### config.mk
export PLATFORM = sky130hd
export DESIGN_NAME = debug_unit
export DESIGN_NICKNAME = d
export VERILOG_FILES = /design/src/source/debug_pkg.sv /design/src/source/debug_fsm.sv /design/src/source/instr_loader.sv /design/src/source/dump_sequencer.sv /design/src/source/tx_serializer.sv /design/src/source/debug_unit.sv
export SDC_FILE = /design/constraint.sdc
export NUM_CORES = 1
export LEC_CHECK = 0
export ABC_CLOCK_PERIOD_IN_PS = 3700
export BUFFER_PORTS_ARGS = -buffer_cell sky130_fd_sc_hd__buf_2
export CAP_MARGIN = 20
export CORE_MARGIN = 8
export CORE_UTILIZATION = 50
export DETAILED_ROUTE_END_ITERATION = 10
export PLACE_DENSITY = 0.83
export SETUP_SLACK_MARGIN = 0.15
export SLEW_MARGIN = 40
export SYNTH_ARGS = -nofsm -noshare
export SYNTH_HDL_FRONTEND = slang
export SYNTH_HIERARCHICAL = 1
export SYNTH_SLANG_ARGS = --single-unit
### constraint.sdc
create_clock -name i_clk -period 3.7 [get_ports i_clk]
set_input_delay 0.74 -clock i_clk [delete_from_list [all_inputs] [get_ports i_clk]]
set_output_delay 0.74 -clock i_clk [all_outputs]
set_load 0.005 [all_outputs]
### src/source/debug_pkg.sv
`default_nettype none

package debug_pkg;

    localparam int WORD_BITS      = 32;
    localparam int BYTE_BITS      = 8;
    localparam int NUM_REGS       = 32;
    localparam int NUM_MEM_WORDS  = 16;
    localparam int INSTR_ADDR_BITS = 8;
    localparam int BYTES_PER_WORD = 4;

    typedef logic [WORD_BITS-1:0]               word_t;
    typedef logic [BYTE_BITS-1:0]               byte_t;
    typedef logic [$clog2(NUM_REGS)-1:0]        reg_addr_t;
    typedef logic [$clog2(NUM_MEM_WORDS)-1:0]   mem_addr_t;
    typedef logic [INSTR_ADDR_BITS-1:0]         instr_addr_t;
    typedef logic [$clog2(BYTES_PER_WORD)-1:0]  byte_idx_t;    // byte position inside a word

    localparam byte_idx_t LAST_BYTE = byte_idx_t'(BYTES_PER_WORD - 1);

    // host commands, plain ascii
    localparam byte_t CMD_CONTINUOUS = 8'h63;    // 'c'
    localparam byte_t CMD_STEP       = 8'h73;    // 's'
    localparam byte_t CMD_NEXT       = 8'h6e;    // 'n'
    localparam byte_t CMD_LOAD       = 8'h72;    // 'r'

    localparam word_t HALT_WORD = 32'hffff_ffff;

    typedef enum logic [2:0] {
        ST_IDLE,
        ST_RUN,     // free running until halt
        ST_STEP,    // waiting for 'n'
        ST_LOAD,    // bytes go to the instruction loader
        ST_DUMP
    } fsm_state_t;

endpackage

`default_nettype wire

### src/source/debug_fsm.sv
`timescale 1ns/1ps
`default_nettype none

module debug_fsm (
    input  wire                      i_clk,
    input  wire                      i_reset,
    input  wire                      i_uart_rx_flag_ready,
    input  wire debug_pkg::byte_t    i_uart_rx_data,
    input  wire                      i_halt,
    input  wire                      i_load_done,
    input  wire                      i_dump_done,
    output logic                     o_uart_rx_reset,
    output logic                     o_ctl_clk_wiz,
    output logic                     o_byte_strobe,
    output logic                     o_dump_start
);

    debug_pkg::fsm_state_t state;
    logic                  step_mode;     // dump returns to step
    logic                  step_pulse;
    logic                  rx_reset;
    logic                  dump_start;
    logic                  rx_seen;

    // a byte counts once; the flag is ignored while the receiver is being cleared
    assign rx_seen = i_uart_rx_flag_ready && !rx_reset;

    always_ff @(posedge i_clk) begin
        if (i_reset) begin
            state      <= debug_pkg::ST_IDLE;
            step_mode  <= 1'b0;
            step_pulse <= 1'b0;
            rx_reset   <= 1'b1;
            dump_start <= 1'b0;
        end else begin
            rx_reset   <= 1'b0;
            step_pulse <= 1'b0;
            dump_start <= 1'b0;
            case (state)
                debug_pkg::ST_IDLE: begin
                    rx_reset <= i_uart_rx_flag_ready;
                    if (rx_seen) begin
                        case (i_uart_rx_data)
                            debug_pkg::CMD_CONTINUOUS: begin
                                state     <= debug_pkg::ST_RUN;
                                step_mode <= 1'b0;
                            end
                            debug_pkg::CMD_STEP: begin
                                state     <= debug_pkg::ST_STEP;
                                step_mode <= 1'b1;
                            end
                            debug_pkg::CMD_LOAD: begin
                                state <= debug_pkg::ST_LOAD;
                            end
                            default: begin
                                state <= debug_pkg::ST_IDLE;    // unknown char dropped
                            end
                        endcase
                    end
                end
                debug_pkg::ST_RUN: begin
                    if (i_halt) begin
                        state      <= debug_pkg::ST_DUMP;
                        dump_start <= 1'b1;
                    end
                end
                debug_pkg::ST_STEP: begin
                    if (step_pulse) begin
                        state      <= debug_pkg::ST_DUMP;    // the single cycle is done
                        dump_start <= 1'b1;
                    end else begin
                        rx_reset <= i_uart_rx_flag_ready;
                        if (rx_seen && i_uart_rx_data == debug_pkg::CMD_NEXT) begin
                            step_pulse <= 1'b1;
                        end
                    end
                end
                debug_pkg::ST_LOAD: begin
                    rx_reset <= i_uart_rx_flag_ready;
                    if (i_load_done) begin
                        state <= debug_pkg::ST_IDLE;
                    end
                end
                debug_pkg::ST_DUMP: begin
                    if (i_dump_done) begin
                        state <= step_mode ? debug_pkg::ST_STEP : debug_pkg::ST_IDLE;
                    end
                end
                default: begin
                    state <= debug_pkg::ST_IDLE;
                end
            endcase
        end
    end

    assign o_uart_rx_reset = rx_reset;
    assign o_ctl_clk_wiz   = (state == debug_pkg::ST_RUN) || step_pulse;
    assign o_byte_strobe   = (state == debug_pkg::ST_LOAD) && rx_seen;
    assign o_dump_start    = dump_start;

    // the processor must be frozen while its state is read out
    a_no_clk_in_dump: assert property (
        @(posedge i_clk) disable iff (i_reset)
        state == debug_pkg::ST_DUMP |-> !o_ctl_clk_wiz
    );

    // every forwarded byte is cleared from the receiver in the next cycle
    a_strobe_in_load: assert property (
        @(posedge i_clk) disable iff (i_reset)
        o_byte_strobe |-> (state == debug_pkg::ST_LOAD) ##1 o_uart_rx_reset
    );

endmodule

`default_nettype wire

### src/source/instr_loader.sv
`timescale 1ns/1ps
`default_nettype none

module instr_loader (
    input  wire                          i_clk,
    input  wire                          i_reset,
    input  wire                          i_byte_strobe,
    input  wire debug_pkg::byte_t        i_rx_byte,
    output logic                         o_flag_instr_write,
    output debug_pkg::instr_addr_t       o_select_addr_mem_instr,
    output debug_pkg::word_t             o_dato_mem_instruction,
    output logic                         o_load_done
);

    debug_pkg::word_t       word_reg;
    debug_pkg::byte_idx_t   byte_cnt;
    debug_pkg::instr_addr_t addr;
    logic                   word_full;
    logic                   instr_write;
    logic                   load_done;

    // msb first, so each new byte pushes the older ones up
    always_ff @(posedge i_clk) begin
        if (i_byte_strobe) begin
            word_reg <= {word_reg[debug_pkg::WORD_BITS-debug_pkg::BYTE_BITS-1:0], i_rx_byte};
        end
    end

    always_ff @(posedge i_clk) begin
        if (i_reset) begin
            byte_cnt    <= '0;
            word_full   <= 1'b0;
            instr_write <= 1'b0;
            addr        <= '0;
            load_done   <= 1'b0;
        end else begin
            load_done   <= 1'b0;
            word_full   <= i_byte_strobe && (byte_cnt == debug_pkg::LAST_BYTE);
            instr_write <= word_full;
            if (i_byte_strobe) begin
                byte_cnt <= byte_cnt + 1'b1;    // wraps after the fourth byte
            end
            if (instr_write) begin
                if (word_reg == debug_pkg::HALT_WORD) begin
                    addr      <= '0;    // halt ends the program
                    load_done <= 1'b1;
                end else begin
                    addr <= addr + debug_pkg::instr_addr_t'(debug_pkg::BYTES_PER_WORD);
                end
            end
        end
    end

    assign o_flag_instr_write      = instr_write;
    assign o_select_addr_mem_instr = addr;
    assign o_dato_mem_instruction  = word_reg;
    assign o_load_done             = load_done;

    a_addr_aligned: assert property (
        @(posedge i_clk) disable iff (i_reset)
        o_flag_instr_write |-> o_select_addr_mem_instr[1:0] == 2'b00 ##1
            o_select_addr_mem_instr[1:0] == 2'b00
    );

endmodule

`default_nettype wire

### src/source/dump_sequencer.sv
`timescale 1ns/1ps
`default_nettype none

module dump_sequencer (
    input  wire                       i_clk,
    input  wire                       i_reset,
    input  wire                       i_dump_start,
    input  wire                       i_word_sent,
    input  wire debug_pkg::word_t     i_mips_pc,
    input  wire debug_pkg::word_t     i_clk_wiz_count,
    input  wire debug_pkg::word_t     i_data_bankregisters,
    input  wire debug_pkg::word_t     i_data_mem,
    output debug_pkg::reg_addr_t      o_select_addr_registers,
    output debug_pkg::mem_addr_t      o_select_addr_memdata,
    output debug_pkg::word_t          o_dump_word,
    output logic                      o_word_valid,
    output logic                      o_dump_done
);

    typedef enum logic [1:0] {
        SEC_PC,
        SEC_CYCLES,
        SEC_REGS,
        SEC_MEM
    } section_t;

    section_t             section;
    debug_pkg::reg_addr_t reg_idx;
    debug_pkg::mem_addr_t mem_idx;
    debug_pkg::word_t     selected;
    logic                 fetch;        // read addresses are settled, latch this cycle
    logic                 in_flight;
    logic                 last_word;

    always_comb begin
        case (section)
            SEC_PC:     selected = i_mips_pc;
            SEC_CYCLES: selected = i_clk_wiz_count;
            SEC_REGS:   selected = i_data_bankregisters;
            default:    selected = i_data_mem;
        endcase
    end

    assign last_word = (section == SEC_MEM) &&
                       (mem_idx == debug_pkg::mem_addr_t'(debug_pkg::NUM_MEM_WORDS - 1));

    always_ff @(posedge i_clk) begin
        if (i_reset) begin
            section      <= SEC_PC;
            reg_idx      <= '0;
            mem_idx      <= '0;
            fetch        <= 1'b0;
            in_flight    <= 1'b0;
            o_word_valid <= 1'b0;
            o_dump_done  <= 1'b0;
        end else begin
            o_word_valid <= 1'b0;
            o_dump_done  <= 1'b0;
            if (i_dump_start) begin
                fetch <= 1'b1;
            end
            if (fetch) begin
                fetch        <= 1'b0;
                o_word_valid <= 1'b1;
            end
            if (o_word_valid) begin
                in_flight <= 1'b1;
            end else if (in_flight && i_word_sent) begin
                in_flight <= 1'b0;
                if (last_word) begin
                    section     <= SEC_PC;
                    reg_idx     <= '0;
                    mem_idx     <= '0;
                    o_dump_done <= 1'b1;
                end else begin
                    fetch <= 1'b1;
                    case (section)
                        SEC_PC:     section <= SEC_CYCLES;
                        SEC_CYCLES: section <= SEC_REGS;
                        SEC_REGS: begin
                            reg_idx <= reg_idx + 1'b1;
                            if (reg_idx == debug_pkg::reg_addr_t'(debug_pkg::NUM_REGS - 1)) begin
                                section <= SEC_MEM;
                            end
                        end
                        default:    mem_idx <= mem_idx + 1'b1;
                    endcase
                end
            end
        end
    end

    always_ff @(posedge i_clk) begin
        if (fetch) begin
            o_dump_word <= selected;
        end
    end

    assign o_select_addr_registers = reg_idx;
    assign o_select_addr_memdata   = mem_idx;

    // the serializer holds only one word, so the next may follow only its word_sent
    a_one_word_in_flight: assert property (
        @(posedge i_clk) disable iff (i_reset)
        o_word_valid |-> !in_flight
    );

endmodule

`default_nettype wire

### src/source/tx_serializer.sv
`timescale 1ns/1ps
`default_nettype none

module tx_serializer (
    input  wire                      i_clk,
    input  wire                      i_reset,
    input  wire debug_pkg::word_t    i_word,
    input  wire                      i_word_valid,
    input  wire                      i_uart_tx_done,
    output debug_pkg::byte_t         o_uart_tx_data,
    output logic                     o_flag_tx_ready,
    output logic                     o_word_sent
);

    typedef enum logic [1:0] {
        TX_IDLE,
        TX_SEND,    // byte offered, waiting for the transmitter to go busy
        TX_WAIT     // transmitter busy
    } tx_state_t;

    tx_state_t            state;
    debug_pkg::word_t     shift_reg;
    debug_pkg::byte_idx_t byte_idx;

    always_ff @(posedge i_clk) begin
        if (i_reset) begin
            state       <= TX_IDLE;
            byte_idx    <= '0;
            o_word_sent <= 1'b0;
        end else begin
            o_word_sent <= 1'b0;
            case (state)
                TX_IDLE: begin
                    if (i_word_valid) begin
                        state    <= TX_SEND;
                        byte_idx <= '0;
                    end
                end
                TX_SEND: begin
                    if (!i_uart_tx_done) begin
                        state <= TX_WAIT;
                    end
                end
                TX_WAIT: begin
                    if (i_uart_tx_done) begin
                        if (byte_idx == debug_pkg::LAST_BYTE) begin
                            state       <= TX_IDLE;
                            o_word_sent <= 1'b1;
                        end else begin
                            byte_idx <= byte_idx + 1'b1;
                            state    <= TX_SEND;
                        end
                    end
                end
                default: begin
                    state <= TX_IDLE;
                end
            endcase
        end
    end

    always_ff @(posedge i_clk) begin
        if (state == TX_IDLE && i_word_valid) begin
            shift_reg <= i_word;
        end else if (state == TX_WAIT && i_uart_tx_done) begin
            shift_reg <= shift_reg << debug_pkg::BYTE_BITS;    // next byte to the top
        end
    end

    assign o_uart_tx_data  = shift_reg[debug_pkg::WORD_BITS-1 -: debug_pkg::BYTE_BITS];
    assign o_flag_tx_ready = (state == TX_SEND) && i_uart_tx_done;

    // a byte is never offered to a busy transmitter
    a_ready_not_busy: assert property (
        @(posedge i_clk) disable iff (i_reset)
        !i_uart_tx_done |-> !o_flag_tx_ready
    );

endmodule

`default_nettype wire

### src/source/debug_unit.sv
`timescale 1ns/1ps
`default_nettype none

module debug_unit (
    input  wire                          i_clk,
    input  wire                          i_reset,
    input  wire debug_pkg::word_t        i_clk_wiz_count,
    input  wire                          i_uart_rx_flag_ready,
    input  wire debug_pkg::byte_t        i_uart_rx_data,
    input  wire                          i_uart_tx_done,
    input  wire debug_pkg::word_t        i_mips_pc,
    input  wire debug_pkg::word_t        i_data_bankregisters,
    input  wire debug_pkg::word_t        i_data_mem,
    input  wire                          i_halt,
    output logic                         o_ctl_clk_wiz,
    output logic                         o_uart_rx_reset,
    output logic                         o_flag_tx_ready,
    output debug_pkg::byte_t             o_uart_tx_data,
    output debug_pkg::mem_addr_t         o_select_addr_memdata,
    output debug_pkg::reg_addr_t         o_select_addr_registers,
    output logic                         o_flag_instr_write,
    output debug_pkg::instr_addr_t       o_select_addr_mem_instr,
    output debug_pkg::word_t             o_dato_mem_instruction
);

    logic             byte_strobe;
    logic             load_done;
    logic             dump_start;
    logic             dump_done;
    logic             word_valid;
    logic             word_sent;
    debug_pkg::word_t dump_word;

    debug_fsm u_fsm (
        .i_clk                (i_clk),
        .i_reset              (i_reset),
        .i_uart_rx_flag_ready (i_uart_rx_flag_ready),
        .i_uart_rx_data       (i_uart_rx_data),
        .i_halt               (i_halt),
        .i_load_done          (load_done),
        .i_dump_done          (dump_done),
        .o_uart_rx_reset      (o_uart_rx_reset),
        .o_ctl_clk_wiz        (o_ctl_clk_wiz),
        .o_byte_strobe        (byte_strobe),
        .o_dump_start         (dump_start)
    );

    instr_loader u_loader (
        .i_clk                   (i_clk),
        .i_reset                 (i_reset),
        .i_byte_strobe           (byte_strobe),
        .i_rx_byte               (i_uart_rx_data),
        .o_flag_instr_write      (o_flag_instr_write),
        .o_select_addr_mem_instr (o_select_addr_mem_instr),
        .o_dato_mem_instruction  (o_dato_mem_instruction),
        .o_load_done             (load_done)
    );

    dump_sequencer u_sequencer (
        .i_clk                   (i_clk),
        .i_reset                 (i_reset),
        .i_dump_start            (dump_start),
        .i_word_sent             (word_sent),
        .i_mips_pc               (i_mips_pc),
        .i_clk_wiz_count         (i_clk_wiz_count),
        .i_data_bankregisters    (i_data_bankregisters),
        .i_data_mem              (i_data_mem),
        .o_select_addr_registers (o_select_addr_registers),
        .o_select_addr_memdata   (o_select_addr_memdata),
        .o_dump_word             (dump_word),
        .o_word_valid            (word_valid),
        .o_dump_done             (dump_done)
    );

    tx_serializer u_serializer (
        .i_clk           (i_clk),
        .i_reset         (i_reset),
        .i_word          (dump_word),
        .i_word_valid    (word_valid),
        .i_uart_tx_done  (i_uart_tx_done),
        .o_uart_tx_data  (o_uart_tx_data),
        .o_flag_tx_ready (o_flag_tx_ready),
        .o_word_sent     (word_sent)
    );

endmodule

`default_nettype wire

==> results.toml, run 1 <==
[run_status]
outcome = "completed"

[global_route]
grt_pass1_vias = 4692
grt_start_max_net_pins = 42
antenna_found_initial = 2
grt_pass1_wl_mm = 24.18
globalRouteTotalUtil_pct = 19.01
overflow = 0

[drt]
vias = 4582
wl_per_cell_um = 18.79
drc = 0
drt_iter0_markers = 479
routed_via_density = 5.588
drtPass1Iterations = 8
ant_nets = 0
wl_mm = 15.40

[die]
die_w_um = 126.5
die_h_um = 126.5
fp.coreArea_sq_mm = 0.01196
start_util_pct = 51.03
die-area_sq_mm = 0.01600
num_rows = 40
ioPinCount = 202

[clocking]
post_cts_resized = 0
root_buffer = "clkbuf_16"
cts_tree = "done"
htreeDepth = 4
numCtsBuffers = 17
cts_sinks = 134
postCtsHoldBufs = 0
cts_setup_buffers = 0
clk_path_buf_depth = 2
clk_latency_ns = 0.41
clkTransAtPathRegs_ns = 0.06

[synth]
ys_warn_count = 6
synthesis.area_sq_mm = 0.006103
synthFlopType = "edfxtp_1"
synth_top_cell_by_area = "edfxtp_1"
synth_cell_types = 58
async_flop_share_pct = 0
syn-instance-count = 468
yosysTopAreaCellShare_pct = 47.23
avgSynthCellArea_sq_um = 13.04
synthTopCellsByArea = "edfxtp_1 (47%), dfxtp_1 (12%), mux2i_1 (6.1%)"
synth_edf_count = 96
synth_seq_cells = 134
ys_seq_area_share_pct = 59.70

[layout]
final_layout_size_suffix_gt1_share_pct = 41.37
finalNonFillerCells = 820
nets = 812
syn2layout_area_growth_pct = 26.94
final_cell_mix = "buf_2 (199), edfxtp_1 (96), dfxtp_1 (38), mux2i_1 (37), inv_1 (37)"
final_common_cell = "buf_2"

[worst_setup_path]
cp_slowest_cell = "dfxtp_1"
cp-start-kind = "register"
path_max_fanout = 12
critPathLaunch = "u_fsm/state[0]"
r2r-start = "u_sequencer/section[0]"
arrival_ns = 1.45
worstPathRequired_ns = 2.96
crit_chain = "nand2b_1 -> o21bai_1 -> buf_2"
critPathKind = "reg -> out"
critPathMaxStageDelay_ns = 0.60
endpoint_kind = "primary output"

[power]
clkPwrFrac_pct = 48.7
total_power_mw = 3.362
vdd_drop_max_mv = 0.2575
p_int_mw = 2.622
powerDensity_mw_per_mm2 = 433.9
p_leak_nw = 3.086
p_switching_mw = 0.7400
switching_share_pct = 22.01
seq_power_share_pct = 47.5
power.share.combinational_pct = 3.9

[place]
hpwl_mm = 11.08
dp.cells = 786
place_congestion = 0.8853
port_buffers = 199

[run]
drv_cap = 0

[sta]
setup_tns_ns = 0
setup_viol = 0
fin_skew_ns = 0.008142
hold_viol = 0
fin_crit_sh_pct = 59.18
slew_violations = 0
min_period_ns = 2.189
max_freq_ghz = 0.4567
worstMarginPinSlew_ns = 0.6894
whs_ns = 0.4350
rsz0062_at_grt = "false"
slew-limit-headroom_pct = 54.04

[min_path]
hold_path.class = "reg -> reg"
min-delay-start = "u_loader/word_full"
## per-stage QoR
stage	cell area [sq um]	util, %	setup WS, ns
CTS	7715	64.50	1.503
finish	7747	64.77	1.511
global route	7747	64.77	1.426
detailed placement	7134	59.64	1.563
global placement	7134	59.64	1.638
floorplan	6107	-	0.7059
## power groups by stage
stage | clock network, mW | logic (mW) | registers, mW
final | 1.64 | 0.130 | 1.60
after global routing | 1.73 | 0.144 | 1.59
after CTS | 1.67 | 0.129 | 1.60
after detailed placement | 0 | 0.128 | 1.63
after global placement | 0 | 0.124 | 1.63
after floorplan | 0 | 0.0404 | 1.63
## cells by family after synthesis
family / after synthesis / synth area share, %
mux: 61 / 10.50
flops: 134 / 59.70
buf+inv: 73 / 5.842
simple gates: 107 / 10.89
compound gates: 70 / 9.123
fa+ha+maj: 12 / 2.460
xor+xnor: 10 / 1.435
other cells: 1 / 0.06144
## routing by layer
metal / routed length (um) / vias up / track usage, %
li1: - / 2160 / -
met1: 6001 / 2186 / 22.11
met2: 7955 / 207 / 32.39
met3: 1112 / 27 / 5.362
met4: 320 / 2 / 7.714
met5: 13 / - / 0
## worst max-delay path, delay by kind of cell (launching register included)
kind / cells / cell delay [ns]
AO/OA/AOI/OAI: 1 / 0.15
buffers and inverters: 1 / 0.13
flip-flops: 1 / 0.60
AND/OR/NAND/NOR: 1 / 0.16
## layout make-up
class / count / area [sq um]
diodes: 1 / 2.502
clock inverters: 15 / 155.1
clock buffers: 17 / 425.4
inverters: 37 / 138.9
multi-input cells: 262 / 2122
repair buffers: 207 / 1076
well taps: 147 / 183.9
fillers: 886 / 4214
flip-flops and latches: 134 / 3643
## synthesized netlist by cell type (6+ instances only)
cell and number:
a21oi_1 19, a222oi_1 32, and2_1 10, buf_2 9
buf_4 11, clkbuf_1 12, dfxtp_1 38, edfxtp_1 96
ha_1 12, inv_1 37, mux2_2 24, mux2i_1 37
nand2_1 14, nand4_1 11, nor2_1 18, nor2b_1 6
nor3_1 10
## final timing paths
kind	end	slack, ns	cells after the start
worst max-delay path	o_ctl_clk_wiz	1.51	3
worst min-delay path	u_loader/o_flag_instr_write	0.44	1
worst max register to register	u_sequencer/o_dump_word[30]	1.69	5
worst min register to register	u_loader/o_flag_instr_write	0.44	1
Power figures use the tool's default switching activity.
==> run 2: changes to the inputs <==
--- a/config.mk
+++ b/config.mk
@@ -5,7 +5,7 @@
 export SDC_FILE = /design/constraint.sdc
 export NUM_CORES = 1
 export LEC_CHECK = 0
-export ABC_CLOCK_PERIOD_IN_PS = 3700
+export ABC_CLOCK_PERIOD_IN_PS = 2100
 export BUFFER_PORTS_ARGS = -buffer_cell sky130_fd_sc_hd__buf_2
 export CAP_MARGIN = 20
 export CORE_MARGIN = 8
==> constraint.sdc (replaced) <==
create_clock -name i_clk -period 2.1 [get_ports i_clk]
set_input_delay 0.42 -clock i_clk [delete_from_list [all_inputs] [get_ports i_clk]]
set_output_delay 0.42 -clock i_clk [all_outputs]
set_load 0.005 [all_outputs]
==> run 2 against run 1 <==
Count of clock-buffer cells in the layout is 3 higher; register-to-register slack worse by 1.4 ns; first-iteration DRC count is 1.0% lower; flip-flop and latch count stayed put; global-route usage is 0.24 points lower; highest routed layer is now met4; design area is 0.57% higher; non-clock buffer count is 1 higher.
==> results.toml, run 2 (synthesized netlist as in run 1, its figures left out) <==
[run_status]
outcome = "completed"

[worst_setup_path]
critPathLaunch = "u_sequencer/section[0]"
endpoint = "u_sequencer/section[1]"
rrSetupSlack_ns = 0.26
critPathKind = "reg -> reg"
path_max_fanout = 33
r2r-end = "u_sequencer/section[1]"
arrival_ns = 2.10
rr_worst_depth = 7
r2r-start = "u_sequencer/section[0]"
cp-start-kind = "register"
worstPathRequired_ns = 2.36
endpoint_kind = "register"

[clocking]
clk_path_buf_depth = 2
cts_sinks = 134
root_buffer = "clkbuf_16"
cts_tree = "done"
numCtsBuffers = 17
postCtsHoldBufs = 0
clk_latency_ns = 0.40
htreeDepth = 4
clkTransAtPathRegs_ns = 0.06

[sta]
slew_violations = 0
max_freq_ghz = 0.5438
whs_ns = 0.2139
worstMarginPinSlew_ns = 0.7076
slew-limit-headroom_pct = 52.82
fin_skew_ns = 0.01075
fin_ws_ns = 0.2611
fin_crit_sh_pct = 87.57
setup_viol = 0
rsz0062_at_grt = "false"
hold_viol = 0
setup_tns_ns = 0
min_period_ns = 1.839

[power]
switching_share_pct = 19.70
p_leak_nw = 3.095
powerDensity_mw_per_mm2 = 759.4
vdd_drop_max_mv = 0.4572
p_switching_mw = 1.166
power.share.combinational_pct = 3.9
seq_power_share_pct = 47.5
clkPwrFrac_pct = 48.6
total_power_mw = 5.916
p_int_mw = 4.751

[layout]
final_cell_mix = "buf_2 (199), edfxtp_1 (96), mux2i_1 (37), inv_1 (37), dfxtp_1 (36)"
final_common_cell = "buf_2"
multi_input_area_sq_mm = 0.002127
n_fill_cell = 911
stdcell_area_sq_mm = 0.007791
final_layout_size_suffix_gt1_share_pct = 41.46
syn2layout_area_growth_pct = 27.65
register_area_sq_mm = 0.003646
nets = 813

[global_route]
globalRouteTotalUtil_pct = 18.76
grt_pass1_vias = 4890
grt_pass1_wl_mm = 24.16
overflow = 0
antenna_found_initial = 1
grt_start_max_net_pins = 39

[drt]
ant_nets = 0
vias = 4581
wl_per_cell_um = 18.56
routed_via_density = 5.580
wl_mm = 15.24
drc = 0
drt_iter0_markers = 474
drtPass1Iterations = 10

[place]
dp_slack_ns = 0.1553
dpl_cell_area_sq_mm = 0.007192
place_congestion = 0.7960
port_buffers = 199
hpwl_mm = 11.13

[min_path]
hold_path.class = "in -> reg"

[die]
die_w_um = 126.5
ioPinCount = 202
fp.coreArea_sq_mm = 0.01196
die-area_sq_mm = 0.01600
start_util_pct = 51.03
die_h_um = 126.5
num_rows = 40

[run]
drv_cap = 0
-- run 2: per-stage QoR --
step                cells  util, %
floorplan             469        -
global placement      788    60.13
detailed placement    788    60.13
CTS                   820    65.04
global route          821    65.14
finish                821    65.14
-- run 2: critical path, stage by stage (launching register included) --
cell      delay [ns]
dfxtp_1         0.37
inv_1           0.11
ha_1            0.14
buf_4           0.36
o21bai_1        0.15
a31oi_1         0.28
mux2i_1         0.23
nor2_1          0.06
-- run 2: repair_timing --
item / CTS / global route
gates resized for setup: 1 / 4
setup buffers: 0 / 0
pin swaps: 0 / 0
endpoints found under the setup margin: 1 / 12
endpoints found under the hold margin: 0 / 0
-- run 2: layer usage --
metal,GRT usage [%],routed length (um)
met1,21.63,6042
met2,32.77,7947
met3,5.488,1116
met4,6.086,134
met5,0,0
-- run 2: power by group through the flow --
stage,sequential [mW],combinational [mW],clock [mW]
2_1_floorplan,2.87,0.0711,0
3_3_place_gp,2.87,0.218,0
3_5_place_dp,2.87,0.227,0
4_1_cts,2.81,0.229,2.93
5_1_grt,2.81,0.250,3.04
6_report,2.81,0.229,2.88
-- run 2: area by class of cell --
type	count	area share, %
Antenna cell	1	0.03212
Clock buffer	20	5.862
Tap cell	147	2.361
Multi-Input combinational cell	262	27.30
Clock inverter	12	1.638
Sequential cell	134	46.80
Timing Repair Buffer	208	14.23
Inverter	37	1.783
-- run 2: worst min-delay path by stage --
stage / slack (ns) / cells past startpoint / endpoint / from
after floorplan: 0.41 / 1 / u_loader/o_flag_instr_write / u_loader/word_full
after global placement: 0.42 / 1 / u_loader/o_flag_instr_write / u_loader/word_full
after detailed placement: 0.42 / 1 / u_loader/o_flag_instr_write / u_loader/word_full
after CTS: 0.19 / 1 / u_loader/o_dato_mem_instruction[5] / i_uart_rx_data[5]
after global routing: 0.19 / 1 / u_loader/o_dato_mem_instruction[5] / i_uart_rx_data[5]
final: 0.21 / 1 / u_loader/o_dato_mem_instruction[1] / i_uart_rx_data[1]
==> run 3: changes to the inputs <==
--- a/config.mk
+++ b/config.mk
@@ -5,12 +5,12 @@
 export SDC_FILE = /design/constraint.sdc
 export NUM_CORES = 1
 export LEC_CHECK = 0
-export ABC_CLOCK_PERIOD_IN_PS = 2100
+export ABC_CLOCK_PERIOD_IN_PS = 2200
 export BUFFER_PORTS_ARGS = -buffer_cell sky130_fd_sc_hd__buf_2
-export CAP_MARGIN = 20
 export CORE_MARGIN = 8
 export CORE_UTILIZATION = 50
 export DETAILED_ROUTE_END_ITERATION = 10
+export GPL_ROUTABILITY_DRIVEN = 0
 export PLACE_DENSITY = 0.83
 export SETUP_SLACK_MARGIN = 0.15
 export SLEW_MARGIN = 40
==> constraint.sdc (replaced) <==
create_clock -name i_clk -period 2.2 [get_ports i_clk]
set_input_delay 0.44 -clock i_clk [delete_from_list [all_inputs] [get_ports i_clk]]
set_output_delay 0.44 -clock i_clk [all_outputs]
set_load 0.005 [all_outputs]
==> run 3 against run 2 <==
Global-route usage grew 0.35 points; register-to-register slack is essentially flat; critical endpoint is now u_sequencer/o_dump_word[30]; cell count is the same; sequential power shrank 5%; die area is the same; clock skew shrank 0.0058 ns; fmax shrank 5.9%.
==> results.toml, run 3 (synthesized netlist as in run 1, its figures left out) <==
[clocking]
cts_sinks = 134
htreeDepth = 4
post_cts_resized = 0
clk_latency_ns = 0.41
postCtsHoldBufs = 0
clkTransAtPathRegs_ns = 0.06
root_buffer = "clkbuf_16"
cts_setup_buffers = 0
cts_tree = "done"
numCtsBuffers = 17
clk_path_buf_depth = 2

[layout]
nets = 814
syn2layout_area_growth_pct = 27.57
final_layout_size_suffix_gt1_share_pct = 41.25
diodes = 0
final_cell_mix = "buf_2 (199), edfxtp_1 (96), dfxtp_1 (38), mux2i_1 (37), inv_1 (37)"
final_common_cell = "buf_2"
n_fill_cell = 900

[sta]
whs_ns = 0.2192
fin_ws_ns = 0.2462
setup_viol = 0
rsz0062_at_grt = "false"
max_freq_ghz = 0.5118
fin_crit_sh_pct = 88.81
slew_violations = 0
worstMarginPinSlew_ns = 0.6783
hold_viol = 0
fin_skew_ns = 0.004997
min_period_ns = 1.954
setup_tns_ns = 0
slew-limit-headroom_pct = 54.78

[global_route]
grt_pass1_vias = 4801
globalRouteTotalUtil_pct = 19.11
antenna_found_initial = 0
overflow = 0
grt_start_max_net_pins = 39
grt_pass1_wl_mm = 24.29

[worst_setup_path]
rrSetupSlack_ns = 0.25
rr_worst_depth = 5
r2r-start = "u_sequencer/section[0]"
worstPathRequired_ns = 2.33
cp-start-kind = "register"
arrival_ns = 2.09
r2r-end = "u_sequencer/o_dump_word[30]"
endpoint_kind = "register"
path_max_fanout = 33
critPathKind = "reg -> reg"

[place]
port_buffers = 199
hpwl_mm = 11.19
dp_slack_ns = 0.1911

[drt]
drtPass1Iterations = 8
routed_via_density = 5.579
drc = 0
vias = 4580
ant_nets = 0
wl_per_cell_um = 18.96
wl_mm = 15.57
drt_iter0_markers = 501

[min_path]
worstHoldPathCells = 1
hold_path.class = "in -> reg"
hold_end = "u_loader/o_dato_mem_instruction[1]"
min-delay-start = "i_uart_rx_data[1]"

[power]
powerDensity_mw_per_mm2 = 726.8
p_leak_nw = 3.107
vdd_drop_max_mv = 0.5082

[run_status]
outcome = "completed"

[die]
die_h_um = 126.5
ioPinCount = 202
fp.coreArea_sq_mm = 0.01196
die_w_um = 126.5
start_util_pct = 51.03
die-area_sq_mm = 0.01600
num_rows = 40

[run]
drv_cap = 0
run 3: changes by cell type in the layout (fill, tap and decap cells not counted), sizes merged:
cell,change
inv,+3
clkinv,-2
buf,+1
bufinv,-1
clkbuf,+1
clkinvlp,-1
diode,-1
run 3: worst max path at each step:
| stage | startpoint | to | cells past startpoint |
|---|---|---|---|
| floorplan | u_fsm/state[1] | u_loader/byte_cnt[1] | 5 |
| detailed placement | u_sequencer/section[0] | u_sequencer/o_dump_word[25] | 5 |
| global route | u_sequencer/section[1] | u_sequencer/section[1] | 7 |
| global placement | u_sequencer/section[0] | u_sequencer/o_dump_word[26] | 5 |
| finish | u_sequencer/section[0] | u_sequencer/o_dump_word[30] | 5 |
| CTS | u_sequencer/section[0] | u_sequencer/o_dump_word[25] | 5 |
run 3: routing by layer:
layer  part of all wire (%)  GRT usage (%)
met5                      0              0
met4                    1.4          7.643
met3                    7.0          5.404
met2                     52          32.96
met1                     39          21.96
run 3: metrics by stage:
| stage | util, % | power (mW) | instance area [sq um] | cells |
|---|---|---|---|---|
| 2_1_floorplan | - | 2.805 | 6117 | 469 |
| 5_1_grt | 65.09 | 5.811 | 7786 | 821 |
| 3_3_place_gp | 60.19 | 2.945 | 7199 | 789 |
| 4_1_cts | 65.07 | 5.690 | 7784 | 821 |
| 3_5_place_dp | 60.19 | 2.953 | 7199 | 789 |
| 6_report | 65.09 | 5.659 | 7786 | 821 |
run 3: final cells by class:
type	count	area [sq um]	share of cell area, %
Clock buffer	21	493.0	6.331
Clock inverter	11	91.34	1.173
Inverter	37	138.9	1.784
Multi-Input combinational cell	262	2127	27.32
Sequential cell	134	3643	46.79
Tap cell	147	183.9	2.362
Timing Repair Buffer	209	1109	14.24
run 3: critical path, cell delays in order, from the launching register on:
cell and delay, ns:
dfxtp_1 0.44, inv_1 0.10, ha_1 0.21, buf_4 0.26, a222oi_1 0.50, mux2i_1 0.16
run 3: where the power goes:
part / total [mW] / switching (mW) / internal [mW]
Sequential: 2.68 / 0.000730 / 2.68
Clock: 2.76 / 1.04 / 1.71
Combinational: 0.219 / 0.0928 / 0.126
Total: 5.66 / 1.14 / 4.52
